<file path="config.mk">
export PLATFORM = sky130hd
export DESIGN_NAME = stream_stats_top
export DESIGN_NICKNAME = d
export VERILOG_FILES = /design/src/hdl/stat_types_pkg.sv /design/src/hdl/axil_pkg.sv /design/src/hdl/pipe_accumulator.sv /design/src/hdl/square_stage.sv /design/src/hdl/stat_regs_axil.sv /design/src/hdl/stream_stats_top.sv
export VERILOG_INCLUDE_DIRS = /design/src /design/src/hdl
export SDC_FILE = /design/constraint.sdc
export NUM_CORES = 1
export LEC_CHECK = 0
export ABC_AREA = 1
export ABC_CLOCK_PERIOD_IN_PS = 5100
export BUFFER_PORTS_ARGS = -buffer_cell sky130_fd_sc_hd__buf_2
export CORE_MARGIN = 10
export CORE_UTILIZATION = 35
export DETAILED_ROUTE_END_ITERATION = 16
export MAX_ROUTING_LAYER = met4
export SLEW_MARGIN = 20
export SYNTH_ARGS = -nofsm -noshare
export SYNTH_HDL_FRONTEND = slang
export SYNTH_HIERARCHICAL = 1
export SYNTH_SLANG_ARGS = --single-unit
</file>
<file path="constraint.sdc">
create_clock -name clk -period 5.1 [get_ports clk]
set_clock_uncertainty 0.2 [all_clocks]
set_input_delay 0.51 -clock clk [delete_from_list [all_inputs] [get_ports clk]]
set_output_delay 0.51 -clock clk [all_outputs]
set_load 0.01 [all_outputs]
</file>
<file path="src/hdl/stat_params.svh">
`ifndef STAT_PARAMS_SVH
`define STAT_PARAMS_SVH

// Sample and result widths
`define STAT_SAMPLE_W 8
`define STAT_SUM_W 24
`define STAT_SQSUM_W 32

// Accumulator pipeline depth on the sum path
// Square path runs one stage shorter to stay aligned
`define STAT_STAGES 2

// Register byte offsets seen by the host
`define STAT_ADDR_SUM 4'h0
`define STAT_ADDR_SQSUM 4'h4
`define STAT_ADDR_CTRL 4'h8

// CTRL bit that starts a clear
`define STAT_CTRL_CLR_BIT 0

`endif

</file>
<file path="src/hdl/stat_types_pkg.sv">
`include "stat_params.svh"

package stat_types_pkg;

  // One incoming sample, unsigned
  typedef logic [`STAT_SAMPLE_W-1:0] sample_t;

  // Square of a single sample, full width so it never truncates
  typedef logic [2*`STAT_SAMPLE_W-1:0] square_t;

  // Running sum of samples
  // Wraps modulo 2^STAT_SUM_W
  typedef logic [`STAT_SUM_W-1:0] sum_t;

  // Running sum of squares
  // Wraps modulo 2^STAT_SQSUM_W
  typedef logic [`STAT_SQSUM_W-1:0] sqsum_t;

endpackage

</file>
<file path="src/hdl/axil_pkg.sv">
package axil_pkg;

  // Byte address inside the register block
  // Four registers of 32 bits fit in 16 bytes
  typedef logic [3:0] addr_t;

  // Read and write data bus
  typedef logic [31:0] data_t;

  // Response field on B and R channels
  typedef logic [1:0] resp_t;

  // Normal completion
  localparam resp_t RESP_OKAY = 2'b00;

  // Unmapped offset or illegal access
  localparam resp_t RESP_SLVERR = 2'b10;

endpackage

</file>
<file path="src/hdl/pipe_accumulator.sv">
`timescale 1ns/1ps

module pipe_accumulator #(
  parameter type acc_t = logic [7:0],
  parameter int STAGES = 2
) (
  input  logic clk,
  input  logic rst_n,
  input  logic clr,
  input  logic en,
  input  acc_t val,
  output acc_t acc
);

  // Index 0 is the input register, the rest are plain delays
  acc_t val_q [STAGES];
  logic [STAGES-1:0] en_q;

  // Enable chain, emptied on clear so in-flight values are dropped
  always_ff @(posedge clk) begin
    if (!rst_n) begin
      en_q <= '0;
    end else if (clr) begin
      en_q <= '0;
    end else begin
      en_q[0] <= en;
      for (int i = 1; i < STAGES; i++) begin
        en_q[i] <= en_q[i-1];
      end
    end
  end

  // Value chain follows the enable chain
  always_ff @(posedge clk) begin
    if (clr) begin
      for (int i = 0; i < STAGES; i++) begin
        val_q[i] <= '0;
      end
    end else begin
      val_q[0] <= val;
      for (int i = 1; i < STAGES; i++) begin
        val_q[i] <= val_q[i-1];
      end
    end
  end

  // Adding register at the end of the chain
  // Plain modulo add, no saturation
  always_ff @(posedge clk) begin
    if (!rst_n) begin
      acc <= '0;
    end else if (clr) begin
      acc <= '0;
    end else if (en_q[STAGES-1]) begin
      acc <= acc + val_q[STAGES-1];
    end
  end

endmodule

</file>
<file path="src/hdl/square_stage.sv">
`timescale 1ns/1ps

module square_stage (
  input  logic                    clk,
  input  logic                    rst_n,
  input  logic                    clr,
  input  logic                    en,
  input  stat_types_pkg::sample_t val,
  output stat_types_pkg::square_t sq,
  output logic                    sq_en
);

  // Operands widened first so the product keeps all its bits
  stat_types_pkg::square_t val_wide;

  assign val_wide = stat_types_pkg::square_t'(val);

  // Square captured only for enabled samples
  always_ff @(posedge clk) begin
    if (en) begin
      sq <= val_wide * val_wide;
    end
  end

  // Enable travels one cycle behind the sample
  // Forced low on clear so the square in flight never reaches the accumulator
  always_ff @(posedge clk) begin
    if (!rst_n) begin
      sq_en <= 1'b0;
    end else if (clr) begin
      sq_en <= 1'b0;
    end else begin
      sq_en <= en;
    end
  end

endmodule

</file>
<file path="src/hdl/stat_regs_axil.sv">
`timescale 1ns/1ps
`include "stat_params.svh"

module stat_regs_axil (
  input  logic                    clk,
  input  logic                    rst_n,
  // Write address channel
  input  axil_pkg::addr_t         awaddr,
  input  logic                    awvalid,
  output logic                    awready,
  // Write data channel
  input  axil_pkg::data_t         wdata,
  input  logic                    wvalid,
  output logic                    wready,
  // Write response channel
  output axil_pkg::resp_t         bresp,
  output logic                    bvalid,
  input  logic                    bready,
  // Read address channel
  input  axil_pkg::addr_t         araddr,
  input  logic                    arvalid,
  output logic                    arready,
  // Read data channel
  output axil_pkg::data_t         rdata,
  output axil_pkg::resp_t         rresp,
  output logic                    rvalid,
  input  logic                    rready,
  // Results and control
  input  stat_types_pkg::sum_t    sum_acc,
  input  stat_types_pkg::sqsum_t  sqsum_acc,
  output logic                    clr
);

  logic wr_accept;
  logic rd_accept;
  logic wr_is_ctrl;

  // Sum of squares frozen on each SUM read
  stat_types_pkg::sqsum_t sqsum_shadow;

  // Address and data taken in the same cycle, only with no response pending
  assign wr_accept = awvalid && wvalid && !bvalid;
  assign awready   = wr_accept;
  assign wready    = wr_accept;
  assign wr_is_ctrl = (awaddr == `STAT_ADDR_CTRL);

  // One read at a time
  assign arready   = !rvalid;
  assign rd_accept = arvalid && arready;

  // Write response and the one-cycle clear pulse
  always_ff @(posedge clk) begin
    if (!rst_n) begin
      bvalid <= 1'b0;
      bresp  <= axil_pkg::RESP_OKAY;
      clr    <= 1'b0;
    end else begin
      clr <= wr_accept && wr_is_ctrl && wdata[`STAT_CTRL_CLR_BIT];
      if (wr_accept) begin
        bvalid <= 1'b1;
        // Only CTRL is writable
        bresp  <= wr_is_ctrl ? axil_pkg::RESP_OKAY : axil_pkg::RESP_SLVERR;
      end else if (bready) begin
        bvalid <= 1'b0;
      end
    end
  end

  // Read valid and response
  always_ff @(posedge clk) begin
    if (!rst_n) begin
      rvalid <= 1'b0;
      rresp  <= axil_pkg::RESP_OKAY;
    end else if (rd_accept) begin
      rvalid <= 1'b1;
      case (araddr)
        `STAT_ADDR_SUM, `STAT_ADDR_SQSUM, `STAT_ADDR_CTRL: rresp <= axil_pkg::RESP_OKAY;
        default: rresp <= axil_pkg::RESP_SLVERR;
      endcase
    end else if (rready) begin
      rvalid <= 1'b0;
    end
  end

  // Read data held until rready
  // CTRL reads back as zero, the clear is self-clearing
  always_ff @(posedge clk) begin
    if (rd_accept) begin
      case (araddr)
        `STAT_ADDR_SUM:   rdata <= axil_pkg::data_t'(sum_acc);
        `STAT_ADDR_SQSUM: rdata <= axil_pkg::data_t'(sqsum_shadow);
        default:          rdata <= '0;
      endcase
    end
  end

  // Shadow pairs the next SQSUM read with this SUM read
  always_ff @(posedge clk) begin
    if (!rst_n) begin
      sqsum_shadow <= '0;
    end else if (clr) begin
      sqsum_shadow <= '0;
    end else if (rd_accept && (araddr == `STAT_ADDR_SUM)) begin
      sqsum_shadow <= sqsum_acc;
    end
  end

endmodule

</file>
<file path="src/hdl/stream_stats_top.sv">
`timescale 1ns/1ps
`include "stat_params.svh"

module stream_stats_top (
  input  logic                    clk,
  input  logic                    rst_n,
  // Sample stream
  input  logic                    en,
  input  stat_types_pkg::sample_t val,
  // AXI4-Lite host port
  input  axil_pkg::addr_t         awaddr,
  input  logic                    awvalid,
  output logic                    awready,
  input  axil_pkg::data_t         wdata,
  input  logic                    wvalid,
  output logic                    wready,
  output axil_pkg::resp_t         bresp,
  output logic                    bvalid,
  input  logic                    bready,
  input  axil_pkg::addr_t         araddr,
  input  logic                    arvalid,
  output logic                    arready,
  output axil_pkg::data_t         rdata,
  output axil_pkg::resp_t         rresp,
  output logic                    rvalid,
  input  logic                    rready
);

  logic                    clr;
  logic                    sq_en;
  stat_types_pkg::square_t sq;
  stat_types_pkg::sum_t    sum_acc;
  stat_types_pkg::sqsum_t  sqsum_acc;

  // Sum path, sample zero-extended into the sum width
  pipe_accumulator #(
    .acc_t  (stat_types_pkg::sum_t),
    .STAGES (`STAT_STAGES)
  ) u_sum_acc (
    .clk   (clk),
    .rst_n (rst_n),
    .clr   (clr),
    .en    (en),
    .val   (stat_types_pkg::sum_t'(val)),
    .acc   (sum_acc)
  );

  // Square path
  square_stage u_square (
    .clk   (clk),
    .rst_n (rst_n),
    .clr   (clr),
    .en    (en),
    .val   (val),
    .sq    (sq),
    .sq_en (sq_en)
  );

  // One stage shorter, the squarer supplies the missing cycle
  pipe_accumulator #(
    .acc_t  (stat_types_pkg::sqsum_t),
    .STAGES (`STAT_STAGES - 1)
  ) u_sqsum_acc (
    .clk   (clk),
    .rst_n (rst_n),
    .clr   (clr),
    .en    (sq_en),
    .val   (stat_types_pkg::sqsum_t'(sq)),
    .acc   (sqsum_acc)
  );

  // Host registers and clear source
  stat_regs_axil u_regs (
    .clk       (clk),
    .rst_n     (rst_n),
    .awaddr    (awaddr),
    .awvalid   (awvalid),
    .awready   (awready),
    .wdata     (wdata),
    .wvalid    (wvalid),
    .wready    (wready),
    .bresp     (bresp),
    .bvalid    (bvalid),
    .bready    (bready),
    .araddr    (araddr),
    .arvalid   (arvalid),
    .arready   (arready),
    .rdata     (rdata),
    .rresp     (rresp),
    .rvalid    (rvalid),
    .rready    (rready),
    .sum_acc   (sum_acc),
    .sqsum_acc (sqsum_acc),
    .clr       (clr)
  );

endmodule

</file>
# Word level (Yosys, flattened, before mapping)

Memory sizes are Yosys's and may differ from the RTL's.
Cells that the tools add are included.

Output and inout port bits: 41
Word-level logic and storage cells: 52
Memories kept: 2
Input port bits: 56
Flip-flop bits (word level): 147
Memory bits (writable): 64

Memories:

| name              | depth | width | read ports | clocked after Yosys merged registers in | write ports | RTL line               | text |
|---|---|---|---|---|---|---|---|
| u_sum_acc.val_q   | 2     | 24    | 2          | 0                                       | 2           | pipe_accumulator.sv:16 | `acc_t val_q [STAGES];` |
| u_sqsum_acc.val_q | 1     | 16    | 1          | 0                                       | 1           | pipe_accumulator.sv:16 |  |

Reduce and logical (&&, ||, !) cells: 14
$mul: 1
Equal/unequal tests: 3
Muxes and demuxes: 14
Bitwise operators: 3
Add/sub/neg operators: 2

Operators by type and width:

| cell                 | number |
|---|---|
| $pmux W32 S2         | 1 |
| $mux W24             | 2 |
| $add A32 B32 Y32     | 1 |
| $add A24 B24 Y24     | 1 |
| $mul A8 B8 Y16       | 1 |
| $mux W16             | 1 |
| $reduce_or A16 Y1    | 1 |
| $eq A4 B4 Y1 const B | 2 |
| $mux W1              | 8 |
| $logic_and A1 B1 Y1  | 6 |
| $eq A4 B3 Y1 const B | 1 |
| $logic_not A4 Y1     | 1 |
| $mux W2              | 2 |
| $reduce_bool A2 Y1   | 2 |
| $reduce_or A3 Y1     | 1 |
| $logic_not A1 Y1     | 2 |
| $or A1 B1 Y1         | 2 |
| $reduce_or A2 Y1     | 1 |
| $not A1 Y1           | 1 |

# Longest topological paths before layout

Depth after elaboration: 4
Depth in mapped cells: 20

# Cells and area by module

Netlist, hierarchy kept.

By module, submodules not included:

| module                          | instances | area an instance (um2) | cells each |
|---|---|---|---|
| pipe_accumulator at u_sqsum_acc | 1         | 4595.7                 | 781 |
| pipe_accumulator at u_sum_acc   | 1         | 4051.4                 | 635 |
| stat_regs_axil                  | 1         | 2830.2                 | 333 |
| square_stage                    | 1         | 2376.0                 | 314 |
| stream_stats_top                | 1         | 3.8                    | 1 |

# Worst setup path before layout

OpenSTA, ideal clock, no wires.

Kind: input -> register
From: input port val[5]
To: register u_square.sq[11], data pin
Stages on the path: 17
Data required time: 4.641 ns
Setup slack: 0.809 ns
Path buffers: 1
Data arrival time: 3.833 ns
Setup time: 0.259 ns
Path through: clkbuf_1 nand2_1 fa_1 inv_1 fa_1 fa_1 inv_1 fa_1 inv_1 ha_1 nand2_1 inv_1 nand2_1 nand2_1 inv_1 nand2_1 xor2_1

Word-level cells in the longest chain between the ends: 1

RTL lines:

| what                 | RTL line              | text |
|---|---|---|
| from (decl)          | stream_stats_top.sv:9 | `input stat_types_pkg::sample_t val,` |
| $mul A8 B8 Y16       | square_stage.sv:21    | `sq <= val_wide * val_wide;` |
| to (signal assigned) | square_stage.sv:21    |  |
| to (decl)            | square_stage.sv:9     | `output stat_types_pkg::square_t sq,` |

Every way passes these cells.
A chain may end at the register's enable or synchronous reset.

# Worst setup path after layout

From: input port val[2]
To: register u_square.sq[12], data pin

Same word-level chain as after synthesis.

==> qor.yml <==
hold_path.class: "in -> reg"
r2r-start: "u_regs/rvalid"
synth_top_family_by_area: "simple AND/OR/NAND/NOR gates"
crit_required_ns: 5.20
dp_hpwl_um: 26000
synth_edf_count: 47
utilization: 0.400
via_count: 11600
crit_fanout: 9
status: "complete, no violations"
io_pins: 97
crit_path_start_kind: "input pin"
finalHoldViolCount: 0
post-route-period-util: 0.777
crit_path_start: "val[2]"
tightest_slew_ns: 0.857
clk_transition_reported_paths_ns: 0.06
seq_area_um2: 4960
grt_pass1_wl_um: 55900
path_depth: 16
setup_viol: 0
dp_slack_ns: 0.572
cts_sinks: 224
powerDensity_nw_per_um2: 335
synth_compound_area_frac: 0.0406
drv_cap: 0
clkLatencyLatePin_ns: 0.55
setup_ws_ns: 1.14
synth-seq-cells: 224
cts-htree-levels: 1
synthTopCellsByCount: "nand2_1 (548), inv_1 (453), nor2_1 (340)"
synthTopCellsByArea: "dfxtp_1 (26%), nand2_1 (15%), inv_1 (12%)"
grt_max_degree: 57
initial_core_util: 0.356
critPathBufInv: 4
multi_input_area_um2: 7020
async_reset_ff_frac: 0
cp_slowest_cell: "fa_1"
r2r-end: "u_regs/sqsum_shadow[3]"
p_clk_frac: 0.334
port_buffers: 63
antennaDiodeCount: 0
yosys.area.top_type_share: 0.256
clockBufferDepth: 3
viasPerCell: 4.33
yosys.area_share.adder: 0.115
max_freq_mhz: 252
worstSetupPathType: "in -> reg"
synth_cell_types: 39
die_y_um: 219
drive_above_1_share: 0.0795
p_seq_frac: 0.401
grt-ovfl-total: 0
pwr-share-comb: 0.265
relSlewSlack: 0.425
yosys.area_share.simple: 0.318
die_x_um: 219
endpoint_kind: "flip-flop"
ys.flop_type: "dfxtp_1"
synth_top_cell_by_area: "dfxtp_1"
cts_root_buffer: "clkbuf_16"
cts_buffers: 26
path_common_cell: "nand2_1"
syn_area_um2: 13900
grt_setup_unrepaired: "no"
ir_drop_uv: 282
yosys.cell_count.top_type: "nand2_1"
p_total_mw: 5.22
syn_inst: 2064
drc: 0
synth-xor-area-share: 0.0240
cp_top_family: "adder cells"
cp-endpoint: "u_square/sq[12]"
drv_slew: 0
hold_buffers: 2
fin_crit_ns: 3.96
place_congestion: 0.923
core_area_um2: 38900
wl_per_cell_um: 12.7
power.leakage_nw: 8.82
crit_chain: "buf_2 -> nand2_1 -> fa_1 -> inv_1 -> fa_1 -> fa_1 -> inv_1 -> fa_1 -> inv_1 -> ha_1 -> nand2_1 -> nand2_1 -> a21oi_1 -> nand3_1 -> nand2_1 -> nand2_1"
critical_path.max_stage_delay_ns: 0.56
yosysSeqAreaShare: 0.358
cts.repair.resized: 0
fillers: 4141
ff2ff_path_depth: 7
post_cts.repair.setup_buffers: 0
die_area_um2: 48000
setup_tns_ns: 0
drtIter0Drc: 721
gr-usage-all-layers: 0.147
cp.arrival_ns: 4.06
synth.area.mux_share: 0
antenna_found_initial: 0
first_pass_iters: 5
synthToLayoutAreaGrowth_pct: 12.4
avgSynthCellArea_um2: 6.71
power_switching_mw: 1.71
fin_nets: 2311
detail-route-antenna-nets: 0
switching_share: 0.329
ff2ff_setup_slack_ns: 2.67
intPower_mw: 3.50
grt_pass1_vias: 11200
std_cell_rows: 72
yosysWarnings: 6
routed_wl_um: 34000
cts_tree: "yes"
whs_ns: 0.0608
[cell type report]
type,count,share of cell area
inverter,465,0.112
timing repair buffer,73,0.0254
tap,518,0.0416
sequential,224,0.318
multi-input combinational,1354,0.451
clock buffer,37,0.0484
clock inverter,11,0.00337
[layout by cell type (no fill, tap or decap), types with 12 or more instances in the layout]
| cell type | netlist | routed |
|---|---|---|
| edfxtp_1 | 47 | 47 |
| nor2_2 | 12 | 13 |
| clkbuf_16 | 0 | 27 |
| nand2_1 | 548 | 548 |
| buf_2 | 17 | 63 |
| o21ai_1 | 28 | 28 |
| dfxtp_1 | 177 | 176 |
| nand3_1 | 105 | 105 |
| nor2_1 | 340 | 339 |
| nand2_2 | 18 | 18 |
| conb_1 | 3 | 35 |
| a21oi_1 | 42 | 42 |
| ha_1 | 84 | 84 |
| xor2_1 | 34 | 34 |
| o21ai_0 | 27 | 27 |
| inv_1 | 453 | 453 |
| fa_1 | 27 | 27 |
| nand4_1 | 12 | 12 |
[power groups by stage]
| stage | clock network [mW] | registers, mW | logic (mW) |
|---|---|---|---|
| after floorplan | 0 | 2.09 | 1.06 |
| after global placement | 0 | 2.12 | 1.37 |
| after detailed placement | 0 | 2.13 | 1.38 |
| after CTS | 1.80 | 2.09 | 1.39 |
| after global routing | 1.87 | 2.10 | 1.60 |
| final | 1.74 | 2.09 | 1.38 |
[worst register-to-register path: stages, from the launching register on]
cell     delay (ns)
dfxtp_1        0.34
nor2_4         0.10
buf_4          0.50
nand3_4        0.57
buf_4          0.42
nand2_1        0.09
nand2_1        0.04
nor2_1         0.09
[through the flow]
step,area (um2),instances
6_report,15600,2682
2_1_floorplan,14000,2096
4_1_cts,15600,2682
3_5_place_dp,14700,2632
5_1_grt,15600,2682
3_3_place_gp,14700,2632
[worst min-delay path by stage]
stage / startpoint / depth (start not counted) / endpoint
floorplan: u_sum_acc/val_q[0][0] / 2 / u_sum_acc/val_q[0][24]
global placement: u_sum_acc/val_q[0][22] / 2 / u_sum_acc/val_q[0][46]
detailed placement: u_sum_acc/val_q[0][22] / 2 / u_sum_acc/val_q[0][46]
CTS: araddr[3] / 3 / u_regs/rresp[1]
global route: awaddr[2] / 3 / u_regs/clr
finish: araddr[3] / 3 / u_regs/rresp[1]
[kinds of logic after synthesis]
group           count (synthesis)
simple gates                 1063
xor+xnor                       38
fa+ha+maj                     111
other cells                     3
buf+inv                       518
compound gates                107
flops                         224
[sequential cells by signal, summed over array words and instances, names as in the netlist, 2 cells and up]
register,cells
u_regs/rdata,32
u_sqsum_acc/val_q,32
u_square/sq,15
u_regs/sqsum_shadow,32
u_sum_acc/val_q,48
u_sqsum_acc/acc,32
u_sum_acc/en_q,2
u_sum_acc/acc,24
[routing by layer]
layer | routed length, um | track usage | up-vias
met2 | 14300 | 0.226 | 195
li1 | - | - | 6236
met3 | 1770 | 0.0175 | 35
met5 | 0 | - | -
met4 | 581 | 0.0354 | 0
met1 | 17300 | 0.201 | 5158
Power figures use the tool's default switching activity.
